[src/rtl/patch_params.svh]
`ifndef PATCH_PARAMS_SVH
`define PATCH_PARAMS_SVH

// patch geometry and lane count
`define PATCH_SIZE 8
`define N_LANES    4

// Q8.8 scores and weights, wrapping accumulator
`define FP_W       16
`define FRAC_BITS  8
`define ACC_W      32

// stream tag and patch number widths
`define ROW_W      6
`define COL_W      6
`define NUM_W      8

// fx_mult pipeline depth
`define MULT_LAT   3

`endif
[src/rtl/patch_pkg.sv]
`include "patch_params.svh"

package patch_pkg;

  // one stream beat, two pixels, left column always even
  typedef struct packed {
    logic [`ROW_W-1:0] row;
    logic [`COL_W-1:0] l_col;
    logic [`FP_W-1:0]  fds0;
    logic [`FP_W-1:0]  fds1;
  } beat_t;

  // patch configuration, weight k applies to pixel col + k
  typedef struct packed {
    logic [`NUM_W-1:0]                  num;
    logic [`ROW_W-1:0]                  row;
    logic [`COL_W-1:0]                  col;
    logic [`ACC_W-1:0]                  init_sum;
    logic [`PATCH_SIZE-1:0][`FP_W-1:0]  weights;
  } patch_cfg_t;

  // finished patch
  typedef struct packed {
    logic [`NUM_W-1:0] num;
    logic [`ACC_W-1:0] sum;
  } patch_result_t;

endpackage

[src/rtl/patch_row_reducer.sv]
`timescale 1ns/1ps
`include "patch_params.svh"

module patch_row_reducer import patch_pkg::*; (
  input  logic          CLK,
  input  logic          RESET,
  input  logic          init,
  input  patch_cfg_t    cfg,
  input  logic          stream_valid,
  input  beat_t         stream,
  output logic          available,
  output logic          done,
  output patch_result_t result
);

  localparam int IDX_W = $clog2(`PATCH_SIZE + 1);
  localparam int WI_W  = $clog2(`PATCH_SIZE);

  typedef enum logic [2:0] {
    s_config_wait,
    s_match_wait,
    s_matched,
    s_sum_wait,
    s_sum_rdy
  } state_t;

  state_t state;

  logic [`NUM_W-1:0]                 num_q;
  logic [`ROW_W-1:0]                 row_q;
  logic [`COL_W-1:0]                 col_q;
  logic [`PATCH_SIZE-1:0][`FP_W-1:0] wt_q;
  logic [`ACC_W-1:0]                 sum_q;

  logic [IDX_W-1:0] idx;
  logic [IDX_W-1:0] idx_p1;
  logic [IDX_W-1:0] idx_nxt;
  logic [IDX_W-1:0] issue_cnt;
  logic [IDX_W-1:0] acc_cnt;

  logic             hit;
  logic             issue0;
  logic             issue1;
  logic             beat;
  logic [`FP_W-1:0] w0;
  logic [`FP_W-1:0] w1;

  logic                     mv0;
  logic                     mv1;
  logic signed [`ACC_W-1:0] p0;
  logic signed [`ACC_W-1:0] p1;
  logic                     pair_vld;
  logic [`ACC_W-1:0]        pair_sum;

  // start beat carries the even column at or below the start column
  assign hit    = stream_valid && (stream.row == row_q)
                  && (stream.l_col == {col_q[`COL_W-1:1], 1'b0});
  assign idx_p1 = idx + 1'b1;

  always_comb begin
    issue0  = 1'b0;
    issue1  = 1'b0;
    w0      = wt_q[0];
    w1      = wt_q[1];
    idx_nxt = idx;
    if (state == s_match_wait && hit) begin
      // odd start drops the left pixel
      issue0  = !col_q[0];
      issue1  = 1'b1;
      w1      = col_q[0] ? wt_q[0] : wt_q[1];
      idx_nxt = col_q[0] ? IDX_W'(1) : IDX_W'(2);
    end else if (state == s_matched && stream_valid) begin
      issue0  = 1'b1;
      issue1  = idx_p1 < IDX_W'(`PATCH_SIZE);
      w0      = wt_q[idx[WI_W-1:0]];
      w1      = issue1 ? wt_q[idx_p1[WI_W-1:0]] : '0;
      idx_nxt = idx + (issue1 ? IDX_W'(2) : IDX_W'(1));
    end
  end

  assign beat = issue0 | issue1;

  fx_mult u_mult0 (
    .CLK       (CLK),
    .RESET     (RESET),
    .in_valid  (issue0),
    .a         (stream.fds0),
    .b         (w0),
    .out_valid (mv0),
    .product   (p0)
  );

  fx_mult u_mult1 (
    .CLK       (CLK),
    .RESET     (RESET),
    .in_valid  (issue1),
    .a         (stream.fds1),
    .b         (w1),
    .out_valid (mv1),
    .product   (p1)
  );

  always_ff @(posedge CLK) begin
    if (RESET) begin
      state     <= s_config_wait;
      idx       <= '0;
      issue_cnt <= '0;
    end else begin
      case (state)
        s_config_wait: begin
          if (init) begin
            state     <= s_match_wait;
            idx       <= '0;
            issue_cnt <= '0;
          end
        end
        s_match_wait: begin
          if (beat) begin
            state     <= s_matched;
            idx       <= idx_nxt;
            issue_cnt <= issue_cnt + 1'b1;
          end
        end
        s_matched: begin
          if (beat) begin
            idx       <= idx_nxt;
            issue_cnt <= issue_cnt + 1'b1;
            if (idx_nxt == IDX_W'(`PATCH_SIZE)) begin
              state <= s_sum_wait;
            end
          end
        end
        // every issued beat has reached the accumulator
        s_sum_wait: begin
          if (issue_cnt == acc_cnt) begin
            state <= s_sum_rdy;
          end
        end
        s_sum_rdy: state <= s_config_wait;
        default:   state <= s_config_wait;
      endcase
    end
  end

  // pair add stage
  always_ff @(posedge CLK) begin
    if (RESET) begin
      pair_vld <= 1'b0;
    end else begin
      pair_vld <= mv0 | mv1;
    end
    pair_sum <= (mv0 ? p0 : '0) + (mv1 ? p1 : '0);
  end

  always_ff @(posedge CLK) begin
    if (RESET) begin
      acc_cnt <= '0;
    end else if (init) begin
      acc_cnt <= '0;
    end else if (pair_vld) begin
      acc_cnt <= acc_cnt + 1'b1;
    end
  end

  // patch payload and wrapping accumulator
  always_ff @(posedge CLK) begin
    if (init) begin
      num_q <= cfg.num;
      row_q <= cfg.row;
      col_q <= cfg.col;
      wt_q  <= cfg.weights;
      sum_q <= cfg.init_sum;
    end else if (pair_vld) begin
      sum_q <= sum_q + pair_sum;
    end
  end

  assign available  = (state == s_config_wait);
  assign done       = (state == s_sum_rdy);
  assign result.num = num_q;
  assign result.sum = sum_q;

  // dispatcher may only claim an idle lane
  a_init_idle: assert property (@(posedge CLK) disable iff (RESET)
    init |-> state == s_config_wait);

endmodule

[src/rtl/fx_mult.sv]
`timescale 1ns/1ps
`include "patch_params.svh"

module fx_mult (
  input  logic                     CLK,
  input  logic                     RESET,
  input  logic                     in_valid,
  input  logic signed [`FP_W-1:0]  a,
  input  logic signed [`FP_W-1:0]  b,
  output logic                     out_valid,
  output logic signed [`ACC_W-1:0] product
);

  localparam int LAT = `MULT_LAT;

  logic signed [`FP_W-1:0]  a_q;
  logic signed [`FP_W-1:0]  b_q;
  logic signed [`ACC_W-1:0] prod_q;
  logic [LAT-1:0]           vld_sr;

  // operands, full product, then back to Q8.8 scale
  always_ff @(posedge CLK) begin
    a_q     <= a;
    b_q     <= b;
    prod_q  <= a_q * b_q;
    product <= prod_q >>> `FRAC_BITS;
  end

  always_ff @(posedge CLK) begin
    if (RESET) begin
      vld_sr <= '0;
    end else begin
      vld_sr <= {vld_sr[LAT-2:0], in_valid};
    end
  end

  assign out_valid = vld_sr[LAT-1];

  // valid must line up with the three data stages
  a_lat: assert property (@(posedge CLK) disable iff (RESET)
    in_valid |-> ##LAT out_valid);

endmodule

[config.mk]
export PLATFORM = sky130hd
export DESIGN_NAME = patch_row_reducer
export DESIGN_NICKNAME = d
export VERILOG_FILES = /design/src/rtl/patch_pkg.sv /design/src/rtl/patch_row_reducer.sv /design/src/rtl/fx_mult.sv
export VERILOG_INCLUDE_DIRS = /design/src /design/src/rtl
export SDC_FILE = /design/constraint.sdc
export NUM_CORES = 2
export LEC_CHECK = 0
export CORE_MARGIN = 5
export CORE_UTILIZATION = 40
export DETAILED_ROUTE_END_ITERATION = 7
export DONT_BUFFER_PORTS = 1
export PLACE_DENSITY = 0.61
export SETUP_SLACK_MARGIN = 0.02
export SLEW_MARGIN = 20
export SYNTH_ARGS = -nofsm -noshare
export SYNTH_HDL_FRONTEND = slang
export SYNTH_HIERARCHICAL = 1
export SYNTH_SLANG_ARGS = --single-unit
[constraint.sdc]
create_clock -name CLK -period 6.1 [get_ports CLK]
set_input_delay 1.22 -clock CLK [delete_from_list [all_inputs] [get_ports CLK]]
set_output_delay 1.22 -clock CLK [all_outputs]
set_load 0.02 [all_outputs]
==> flow_summary_export.csv <==
group,metric,value,unit
drt,finalWirelength,84.3,mm
global_routing,grt_pass1_vias,25033,
cells_and_area,fillers,8485,
synth,syn_area,36000,sq um
global_routing,grt_max_degree,223,
synth,synth-main-ff-cell,"dfxtp_1",
global_routing,grtUsageMet3,4.96,%
synth,ys_warn_count,6,
worst_hold_path,hold_class,"reg2reg",
cells_and_area,seq_area,9740,sq um
cells_and_area,post-route-cell-area,39700,sq um
cts,cts_root_buf,"clkbuf_16",
floorplan,io_pins,270,
worst_setup_path,required,6640,ps
sta,tightest_slew,1030,ps
synth,syn_inst,3468,
cells_and_area,fin_nets,4487,
cells_and_area,area_growth,10.3,%
worst_setup_path,r2r_slack,250,ps
cts,worstSkewPairLatency,640,ps
drt,drt_iter0_drc,1383,
worst_setup_path,max_stage_delay,600,ps
sta,slew_violations,0,
sta,finalSetupViolations,0,
worst_setup_path,cp_slowest_cell,"dfxtp_1",
floorplan,start_util,40.1,%
sta,timing.final.crit_share,96.0,%
global_routing,busiest_layer,"met2",
drt,wl_per_cell,17.8,microns
cts,cts.sinks,394,
placed_design,dp.cells,4639,
cells_and_area,final_layout_size_suffix_gt1_share,9.75,%
placed_design,place_area,38000,sq um
synth,synth.avg_cell_area,10.4,sq um
flow_run,drv_cap,0,
drt,route.detailed.drc,0,
sta,hold_viol,0,
placed_design,dp_hpwl,69.6,mm
synth,synth-edff-count,180,
worst_setup_path,crit_top_cell,"fa_1",
floorplan,die_w,310,microns
global_routing,grt_first_pass_wirelength,137,mm
worst_setup_path,path_cells,"nand2_1 -> fa_1 -> inv_1 -> fa_1 -> fa_1 -> fa_1 -> fa_1 -> inv_1 -> fa_1 -> inv_1 -> ha_1 -> buf_4 -> inv_1 -> o22ai_1 -> a21oi_2 -> nand2b_1 -> o211ai_2 -> a21boi_2 -> buf_4 -> or4_4 -> o311ai_2",
floorplan,die_y,310,microns
status,status,"finished, final reports clean",
global_routing,grtUsageTotal,17.8,%
worst_setup_path,path_class,"reg2reg",
worst_setup_path,cp-end-kind,"flip-flop",
cells_and_area,final_cells,4734,
cts,post_cts_buffers,0,
cells_and_area,post-route-util,44.2,%
synth,synth_seq_area_share,26.9,%
worst_setup_path,cp_num_buf_inv,6,
worst_setup_path,cp_max_fo,10,
cts,cts_tree,"done",
synth,synth.distinct_cells,81,
global_routing,gr-total-overflow,0,
sta,slew-limit-headroom,30.9,%
cts,numCtsBuffers,46,
drt,via_count,23508,
worst_setup_path,start_kind,"flip-flop",
placed_design,port_buffers,0,
synth,async_reset_ff_share,0,%
worst_setup_path,arrival,6400,ps
global_routing,antenna_found_initial,19,
cts,clkTransAtPathRegs,60,ps
drt,vias_per_cell,4.97,
worst_setup_path,path_delay_family,"adder cells",
cts,clk_path_buf_depth,3,
sta,fmax,0.171,GHz
cts,h-tree-depth,2,
global_routing,grt.met1_usage,24.6,%
floorplan,coreArea,89700,sq um
drt,drt_pass1_iterations,5,
global_routing,met2_usage,27.9,%
floorplan,dieArea,96100,sq um
synth,synth_nets,4444,
sta,fin_skew,49.7,ps
floorplan,rows,110,
placed_design,globalplace.congestion,0.867,
drt,ant_nets,0,
cells_and_area,multi_input_area,23400,sq um
sta,period_needed,5850,ps
synth,ys_ff_latch,394,
==> stage by stage <==
stage | hold WS (ps) | TNS, ps | setup WS [ps]
finish | 321 | 0 | 245
global route | 325 | -26.7 | -13.7
CTS | 322 | 0 | 48.4
detailed placement | 312 | -45.5 | -36.1
global placement | 312 | -38.7 | -33.5
floorplan | 310 | 0 | 198
==> final timing paths <==
kind	startpoint	endpoint	depth (start not counted)
hold / removal	u_mult0/prod_q[15]	u_mult0/product[7]	0
hold reg to reg	u_mult0/prod_q[15]	u_mult0/product[7]	0
setup / recovery	u_mult0/a_q[12]	u_mult0/prod_q[27]	21
setup reg to reg	u_mult0/a_q[12]	u_mult0/prod_q[27]	21
==> synth_stat cells, drive strengths merged, types with 64 or more instances <==
| master | n | area share, % |
|---|---|---|
| o21ai | 89 | 1.2 |
| dfxtp | 214 | 12 |
| nand2 | 364 | 3.8 |
| fa | 524 | 29 |
| ha | 224 | 7.8 |
| nor2 | 126 | 1.3 |
| mux4 | 64 | 4.0 |
| and2 | 310 | 5.4 |
| xnor2 | 85 | 2.1 |
| a21oi | 110 | 1.6 |
| clkbuf | 101 | 1.1 |
| inv | 640 | 6.7 |
| edfxtp | 180 | 15 |
==> state kept, by name, summed over array words and instances, names as in the netlist <==
signal,count
u_mult0/prod_q,24
row_q,6
u_mult1/a_q,16
issue_cnt,4
pair_sum,32
u_mult1/product,24
u_mult0/b_q,16
state,3
col_q,6
u_mult0/product,24
idx,4
pair_vld,1
u_mult1/b_q,16
u_mult0/vld_sr,3
u_mult1/vld_sr,3
sum_q,32
u_mult0/a_q,16
num_q,8
wt_q,128
u_mult1/prod_q,24
acc_cnt,4
==> kinds of logic after synthesis <==
logic type	count (synthesis)	share of synthesized area, %
AOI/OAI and AO/OA	383	7.05
adders and majority gates	748	36.9
buffers and inverters	777	8.28
xor gates and xnor gates	133	3.23
DFF	394	26.9
muxes	89	4.71
and+or+nand+nor	944	12.9
==> final cells by class <==
type,count,area share [%]
antenna,11,0.0693
clock buffer,53,3.14
clock inverter,31,0.901
inverter,641,6.06
multi-input combinational,2297,58.9
sequential,394,24.5
tap,1176,3.71
timing repair buffer,131,2.67
==> layout by cell type (no fill, tap or decap), drive strengths merged, types with 17 or more instances in the layout <==
cell	instances
a31oi	26
nand4	18
a21o	47
mux2i	21
clkbuf	53
nor3	27
inv	645
o21a	24
a21oi	110
mux4	64
fa	524
xnor2	85
o21ai	89
edfxtp	180
ha	224
nand3	28
nand2	364
clkinv	17
buf	131
dfxtp	214
xor2	48
and2	310
nor2	126
nor2b	17
==> repair_timing <==
item                                    4_1_cts  5_1_grt
pin swaps                                     0        7
endpoints found under the setup margin        3       21
resized for setup                             3       40
endpoints found under the hold margin         0        0
hold buffers                                  0        0
==> worst reg2reg max path, stage by stage, from the launching register on <==
cell and delay (ps):
dfxtp_1 600, nand2_1 140, fa_1 520, inv_1 60, fa_1 530, fa_1 480, fa_1 530, fa_1 540
inv_1 50, fa_1 520, inv_1 40, ha_1 300, buf_4 150, inv_1 40, o22ai_1 90, a21oi_2 130
nand2b_1 110, o211ai_2 190, a21boi_2 90, buf_4 150, or4_4 410, o311ai_2 90
==> layer usage <==
metal	part of all wire [%]	vias up	wire length, microns
li1	-	11106	-
met1	46	11645	38500
met2	44	636	37300
met3	7.8	109	6550
met4	2.2	12	1890
met5	0.082	-	69
Power is not shown: default switching activity piles up to over one toggle a cycle in this logic, so the estimate is an artifact.
