**src/rtl/patch_params.svh**
```systemverilog
`ifndef PATCH_PARAMS_SVH
`define PATCH_PARAMS_SVH

// patch geometry and lane count
`define PATCH_SIZE 8
`define N_LANES    4

// Q8.8 scores and weights, wrapping accumulator
`define FP_W       16
`define FRAC_BITS  8
`define ACC_W      32

// stream tag and patch number widths
`define ROW_W      6
`define COL_W      6
`define NUM_W      8

// fx_mult pipeline depth
`define MULT_LAT   3

`endif
```
**src/rtl/patch_pkg.sv**
```systemverilog
`include "patch_params.svh"

package patch_pkg;

  // one stream beat, two pixels, left column always even
  typedef struct packed {
    logic [`ROW_W-1:0] row;
    logic [`COL_W-1:0] l_col;
    logic [`FP_W-1:0]  fds0;
    logic [`FP_W-1:0]  fds1;
  } beat_t;

  // patch configuration, weight k applies to pixel col + k
  typedef struct packed {
    logic [`NUM_W-1:0]                  num;
    logic [`ROW_W-1:0]                  row;
    logic [`COL_W-1:0]                  col;
    logic [`ACC_W-1:0]                  init_sum;
    logic [`PATCH_SIZE-1:0][`FP_W-1:0]  weights;
  } patch_cfg_t;

  // finished patch
  typedef struct packed {
    logic [`NUM_W-1:0] num;
    logic [`ACC_W-1:0] sum;
  } patch_result_t;

endpackage

```
**src/rtl/result_collector.sv**
```systemverilog
`timescale 1ns/1ps
`include "patch_params.svh"

module result_collector import patch_pkg::*; (
  input  logic                CLK,
  input  logic                RESET,
  input  logic [`N_LANES-1:0] done,
  input  patch_result_t       lane_res [`N_LANES],
  output logic                res_valid,
  output patch_result_t       res
);

  logic [`N_LANES-1:0] pend;
  logic [`N_LANES-1:0] req;
  logic [`N_LANES-1:0] grant;
  patch_result_t       hold [`N_LANES];
  patch_result_t       pick;

  // a fresh done competes with lanes already waiting
  assign req   = pend | done;
  assign grant = req & (~req + 1'b1);

  always_comb begin
    pick = '0;
    for (int i = 0; i < `N_LANES; i++) begin
      if (grant[i]) begin
        pick = pend[i] ? hold[i] : lane_res[i];
      end
    end
  end

  always_ff @(posedge CLK) begin
    if (RESET) begin
      pend      <= '0;
      res_valid <= 1'b0;
    end else begin
      pend      <= req & ~grant;
      res_valid <= |req;
    end
  end

  always_ff @(posedge CLK) begin
    res <= pick;
    for (int i = 0; i < `N_LANES; i++) begin
      if (done[i]) begin
        hold[i] <= lane_res[i];
      end
    end
  end

  // a lane cannot finish again before its last result went out
  a_no_overrun: assert property (@(posedge CLK) disable iff (RESET)
    (done & pend) == '0);

endmodule

```
**config.mk**
```make
export PLATFORM = sky130hd
export DESIGN_NAME = result_collector
export DESIGN_NICKNAME = d
export VERILOG_FILES = /design/src/rtl/patch_pkg.sv /design/src/rtl/result_collector.sv
export VERILOG_INCLUDE_DIRS = /design/src /design/src/rtl
export SDC_FILE = /design/constraint.sdc
export NUM_CORES = 1
export LEC_CHECK = 0
export ABC_CLOCK_PERIOD_IN_PS = 1450
export BUFFER_PORTS_ARGS = -buffer_cell sky130_fd_sc_hd__buf_2
export CAP_MARGIN = 20
export CORE_ASPECT_RATIO = 0.8
export CORE_UTILIZATION = 45
export CTS_BUF_LIST = sky130_fd_sc_hd__clkbuf_8
export DETAILED_ROUTE_END_ITERATION = 7
export HOLD_SLACK_MARGIN = 0.05
export PLACE_DENSITY = 0.72
export SYNTH_ARGS = -nofsm -noshare
export SYNTH_HDL_FRONTEND = slang
export SYNTH_SLANG_ARGS = --single-unit
```
**constraint.sdc**
```tcl
create_clock -name CLK -period 1.45 [get_ports CLK]
set_input_delay 0.29 -clock CLK [delete_from_list [all_inputs] [get_ports CLK]]
set_output_delay 0.29 -clock CLK [all_outputs]
set_load 0.01 [all_outputs]
```
==> results of run 1 <==
-- cell families (layout without fill, tap and decap cells) --
family,after synthesis,in the layout,synth area share [%]
buf+inv,44,408,5.527
compound gates,163,163,20.51
flops,164,164,58.43
mux,40,40,5.217
simple gates,90,92,10.32
-- power breakdown --
group	total (mW)	internal [mW]	switching [mW]
Sequential	5.63	5.48	0.154
Combinational	2.12	1.14	0.975
Clock	3.57	1.89	1.68
Total	11.3	8.51	2.81
-- per-stage QoR --
| step | instances | setup TNS (ns) | power, mW |
|---|---|---|---|
| finish | 1087 | -2.336 | 11.32 |
| global route | 1087 | -5.227 | 11.75 |
| CTS | 1084 | -2.500 | 11.31 |
| detailed placement | 910 | -14.97 | 7.391 |
| global placement | 910 | -13.01 | 7.319 |
| floorplan | 501 | 0 | 6.682 |
-- flip-flops by register name (all words and copies together) (netlist names) --
| register | flops |
|---|---|
| pend | 3 |
| hold | 120 |
| res | 40 |
| res_valid | 1 |
-- worst max-delay path by stage --
stage          slack, ns       to     from
6_report           -0.12  res[21]  pend[1]
2_1_floorplan       0.14  res[18]  done[0]
5_1_grt            -0.18  res[21]  pend[1]
3_5_place_dp       -0.41   res[6]  done[1]
3_3_place_gp       -0.34  res[11]  done[1]
4_1_cts            -0.09   res[1]  pend[1]
-- metal layers --
layer / vias to the layer above / wire, µm / GRT usage, %
met5: - / 22 / 0
met4: 4 / 172 / 5.863
met3: 16 / 1650 / 6.284
met2: 263 / 10950 / 44.72
met1: 2899 / 9680 / 34.20
li1: 2677 / - / -
-- synthesized netlist by cell type --
master	count
edfxtp_1	120
dfxtp_1	44
a211oi_2	40
a21oi_2	40
a221o_2	40
mux2i_1	40
o22ai_1	40
or2b_2	40
and2b_4	20
and2b_2	16
dlymetal6s2s_1	11
buf_6	10
clkbuf_1	9
buf_2	6
and2b_1	4
buf_12	4
buf_4	4
nor2_1	2
nor3_1	2
o21ai_2	2
a21oi_1	1
and2_4	1
nor2_2	1
nor2b_1	1
nor2b_2	1
nor3_4	1
nor3b_1	1
-- worst max-delay path: cells and delay by family, from the launching register on --
kind            cells  cell delay, ns
simple gates        1            0.13
buf+inv             4            0.55
compound gates      3            0.38
flops               1            0.38
-- repair_timing --
item,4_1_cts,5_1_grt
resized for setup,20,3
hold endpoints to repair,123,0
setup buffers,13,2
hold buffers,121,0
pin swaps,41,26
setup endpoints to repair,40,40
gates cloned,8,1
-- layout make-up --
| type | instances | area, µm² | share of cell area [%] |
|---|---|---|---|
| multi-input combinational | 295 | 2873 | 26.11 |
| clock inverter | 14 | 172.7 | 1.570 |
| clock buffer | 18 | 247.7 | 2.252 |
| tap | 220 | 275.3 | 2.502 |
| sequential | 164 | 4493 | 40.84 |
| timing repair buffer | 376 | 2939 | 26.72 |
==> qor.yml, run 1 <==
run_status:
  status: "finished with violations"
  failed_checks: "setup timing"
yosys:
  syn_area_um2: 7675
  yosys-top-cells-area: "edfxtp_1 47%, dfxtp_1 11%, a211oi_2 6.5%, a221o_2 5.9%, mux2i_1 5.2%"
  synth-seq-cells: 164
  yosysWarnings: 0
  synth_largest_area_cell: "edfxtp_1"
  synth_top_area_share_pct: 46.95
  synth_cells: 501
  yosysSeqAreaShare_pct: 58.43
  synth_cell_types: 27
  avgSynthCellArea_um2: 15.32
  syn_nets: 667
run:
  cap_violations: 0
grt:
  grt_max_degree: 42
  antenna_found_initial: 3
  grt.total_usage_pct: 26.40
  grt_pass1_wl_um: 34720
  grt_pass1_vias: 6230
  overflow: 0
timing:
  setup_ws_ns: -0.1178
  slew_violations: 0
  setup_viol: 40
  max_clock_freq_mhz: 637.9
  max_slew_margin_pct: 55.74
  rsz0062_at_grt: "yes"
  final.min_clock_period_ns: 1.568
  clock_skew_ns: 0.01045
  hold_slack_ns: 0.2249
  worst_pin_slew_ns: 0.6625
  hold_viol: 0
  min_period_over_period_pct: 108.1
placement:
  io_buffers: 206
  postPlaceCellArea_um2: 8899
  finalWeightedCongestion: 0.8322
  dpl_worst_slack_ns: -0.4057
  post-dp-hpwl_um: 13050
critical_path:
  timing.rr.start: "pend[1]"
  cp-start-kind: "flop"
  end_kind: "flop"
  slowest_delay_ns: 0.38
  crit_chain: "buf_12 -> nor3_4 -> buf_6 -> o21ai_4 -> buf_12 -> buf_12 -> a211oi_4 -> o22ai_1"
  reg2reg_to: "res[21]"
  cp.arrival_ns: 1.89
  cp.required_ns: 1.77
  cp_slowest_cell: "dfxtp_4"
  r2r_cells: 8
  cp_max_fo: 5
  path_class: "reg2reg"
  crit_top_cell: "buf_12"
  r2r_slack_ns: -0.12
die:
  coreArea_um2: 16610
  fp.dieW_um: 148.0
  initial_core_util_pct: 46.22
  die_y_um: 118.8
  die_area_um2: 17590
  ios: 207
  rows: 42
clocking:
  cts_buffers: 17
  cts_root_buf: "clkbuf_8"
  htree_levels: 4
  insertion_delay_ns: 0.44
  clk_pin_slew_worst_paths_ns: 0.08
  cts_tree: "done"
  cts.sinks: 164
  cts_buffer_depth: 2
layout:
  n_antenna_cell: 0
  fillCellCount: 1221
  final_nets: 1020
  final_common_cell: "buf_2"
  syn2layout_area_growth_pct: 43.33
  final_area_um2: 11000
  mostFrequentLayoutCells: "206 x buf_2, 121 x dlygate4sd3_1, 120 x edfxtp_1, 41 x dfxtp_1"
  final_util_pct: 66.24
  final_layout_size_suffix_gt1_share_pct: 56.52
worst_hold_path:
  worstHoldEndpoint: "hold[3][24]"
  hold_path_depth: 1
  min-delay-start: "done[3]"
  holdCritPathClass: "in2reg"
power:
  leakage_nw: 4.354
  peakVddDrop_mv: 0.7235
  power_density_nw_per_um2: 1029
routing:
  antenna_left: 0
  dr_total_vias: 5859
  vias_per_cell: 5.390
  drc_errors: 0
  drtPass1Iterations: 4
  drt_iter0_markers: 383
  drt_wl_total_um: 22480
  wire_per_inst_um: 20.68
Power figures use the tool's default switching activity.
==> inputs of run 2 (changes only) <==
SETUP_SLACK_MARGIN = 0.2   (was unset)
==> run 2 against run 1 <==
The flow still finishes with violations (setup timing); flip-flop and latch count did not move; count of clock-buffer cells in the layout fell by 1; core utilization fell by 0.59 points; critical endpoint is now res[35]; first-iteration DRC count fell by 18%; worst hold slack got worse by 0.040 ns; combinational power fell by 2%; setup slack got worse by 0.0097 ns; highest routed layer is now met4; clock skew rose by 0.0051 ns; cell count fell by 0.64%; sequential share of layout area rose by 0.48 points.
==> qor.yml, run 2 (synthesized netlist as in run 1, its figures left out) <==
run_status:
  status: "finished with violations"
  failed_checks: "setup timing"
critical_path:
  end_kind: "flop"
  r2r_slack_ns: -0.13
  r2r_cells: 7
  reg2reg_to: "res[35]"
  cp.buffers_inverters: 3
  cp_slowest_cell: "dfxtp_4"
  crit_chain: "buf_6 -> nor3_4 -> buf_6 -> o21ai_4 -> buf_12 -> a211oi_4 -> o22ai_1"
  cp.required_ns: 1.79
  cp.arrival_ns: 1.92
  slowest_delay_ns: 0.37
  timing.rr.start: "pend[1]"
  cp_max_fo: 20
  path_class: "reg2reg"
  critPathTopFamily: "buffers and inverters"
  crit_top_cell: "buf_6"
  cp-start-kind: "flop"
power:
  switchingPower_mw: 2.868
  pwr-share-comb_pct: 18.4
  peakVddDrop_mv: 0.6558
  pwr-share-clk_pct: 31.7
  p_int_mw: 8.457
  leakage_nw: 4.259
  sequentialPowerShare_pct: 49.9
  power_density_nw_per_um2: 1039
  p_sw_share_pct: 25.33
layout:
  multi_input_area_um2: 2887
  fillCellCount: 1229
  largest_reg_flops: 120
  largest_register: "hold"
  top_regs: "hold (120), res (40), pend (3)"
  final_nets: 1010
  final_common_cell: "buf_2"
  final_area_um2: 10900
  final_layout_size_suffix_gt1_share_pct: 57.41
  syn2layout_area_growth_pct: 42.06
  regArea_um2: 4506
  mostFrequentLayoutCells: "200 x buf_2, 121 x dlygate4sd3_1, 120 x edfxtp_1"
routing:
  antenna_left: 0
  wire_per_inst_um: 21.13
  drt_iter0_markers: 315
  drc_errors: 0
  dr_total_vias: 5819
  drt_wl_total_um: 22820
  vias_per_cell: 5.388
  drtPass1Iterations: 5
timing:
  hold_slack_ns: 0.1853
  setup_ws_ns: -0.1275
  final.setup.tns_ns: -0.9769
  hold_viol: 0
  setup_viol: 32
  max_clock_freq_mhz: 633.9
  max_slew_margin_pct: 57.93
  min_period_over_period_pct: 108.8
  slew_violations: 0
  worst_pin_slew_ns: 0.6311
  rsz0062_at_grt: "yes"
  final.min_clock_period_ns: 1.578
  clock_skew_ns: 0.01550
placement:
  dpl_worst_slack_ns: -0.4799
  io_buffers: 206
  finalWeightedCongestion: 0.8115
  postPlaceCellArea_um2: 8956
  post-dp-hpwl_um: 13610
worst_hold_path:
  min-delay-start: "done[0]"
  worstHoldEndpoint: "pend[1]"
  holdCritPathClass: "in2reg"
  hold_path_depth: 2
die:
  die_y_um: 118.8
  fp.dieW_um: 148.0
  rows: 42
  ios: 207
  die_area_um2: 17590
  coreArea_um2: 16610
  initial_core_util_pct: 46.22
grt:
  antenna_found_initial: 3
  grt_pass1_vias: 6262
  grt.total_usage_pct: 26.43
  grt_pass1_wl_um: 34440
  overflow: 0
  grt_max_degree: 52
clocking:
  cts_buffers: 17
  cts_buffer_depth: 2
  cts_root_buf: "clkbuf_8"
  cts_tree: "done"
  cts.sinks: 164
  clk_pin_slew_worst_paths_ns: 0.09
  htree_levels: 4
  insertion_delay_ns: 0.47
run:
  cap_violations: 0
-- run 2: changes by cell type in the layout (fill, tap and decap cells not counted), sizes merged --
cell	delta
buf	-8
diode	+3
bufbuf	-2
clkbuf	-2
clkinv	+2
inv	-2
clkinvlp	+1
nor2b	+1
-- run 2: stage by stage --
stage / utilization (%) / std cells / total power [mW]
floorplan: - / 501 / 6.679
global placement: 53.93 / 911 / 7.344
detailed placement: 53.93 / 911 / 7.412
CTS: 64.96 / 1075 / 11.30
global route: 65.63 / 1078 / 11.70
finish: 65.66 / 1080 / 11.33
-- run 2: power by group through the flow --
stage	Clock, mW	Combinational, mW	Sequential [mW]
6_report	3.59	2.08	5.66
4_1_cts	3.65	2.01	5.64
2_1_floorplan	0	0.911	5.77
3_3_place_gp	0	1.62	5.72
5_1_grt	3.80	2.21	5.70
3_5_place_dp	0	1.67	5.74
-- run 2: per-layer routing --
metal	track usage [%]	wire, µm	vias to the layer above
li1	-	-	2656
met5	0	0	-
met4	8.376	301	0
met3	7.088	1880	22
met2	44.25	11050	278
met1	33.17	9595	2863
-- run 2: what timing repair did --
| action | 4_1_cts | 5_1_grt |
|---|---|---|
| hold endpoints to repair | 124 | 0 |
| cloned | 5 | 0 |
| buffers inserted | 6 | 2 |
| endpoints found under the setup margin | 43 | 53 |
| pin swaps | 3 | 2 |
| resized for setup | 16 | 19 |
| hold buffers | 121 | 0 |
-- run 2: how the worst max path moves through the flow --
stage | slack (ns) | start | endpoint | depth (start not counted)
after detailed placement | -0.48 | done[1] | res[28] | 5
final | -0.13 | pend[1] | res[35] | 7
after global routing | -0.15 | pend[1] | res[35] | 7
after floorplan | 0.19 | pend[1] | res[24] | 6
after CTS | -0.08 | pend[1] | res[35] | 7
after global placement | -0.40 | done[1] | res[17] | 5
-- run 2: worst reg2reg max path, delay by kind of cell, from the launching register on --
family / cells / cell delay, ns
AOI/OAI and AO/OA: 3 / 0.46
buffers and inverters: 3 / 0.44
DFF: 1 / 0.37
and+or+nand+nor: 1 / 0.19
-- run 2: layout make-up --
cell class	instances	area share, %
Antenna cell	3	0.06885
Clock buffer	17	2.146
Clock inverter	15	1.744
Multi-Input combinational cell	296	26.47
Sequential cell	164	41.32
Tap cell	220	2.525
Timing Repair Buffer	365	25.72
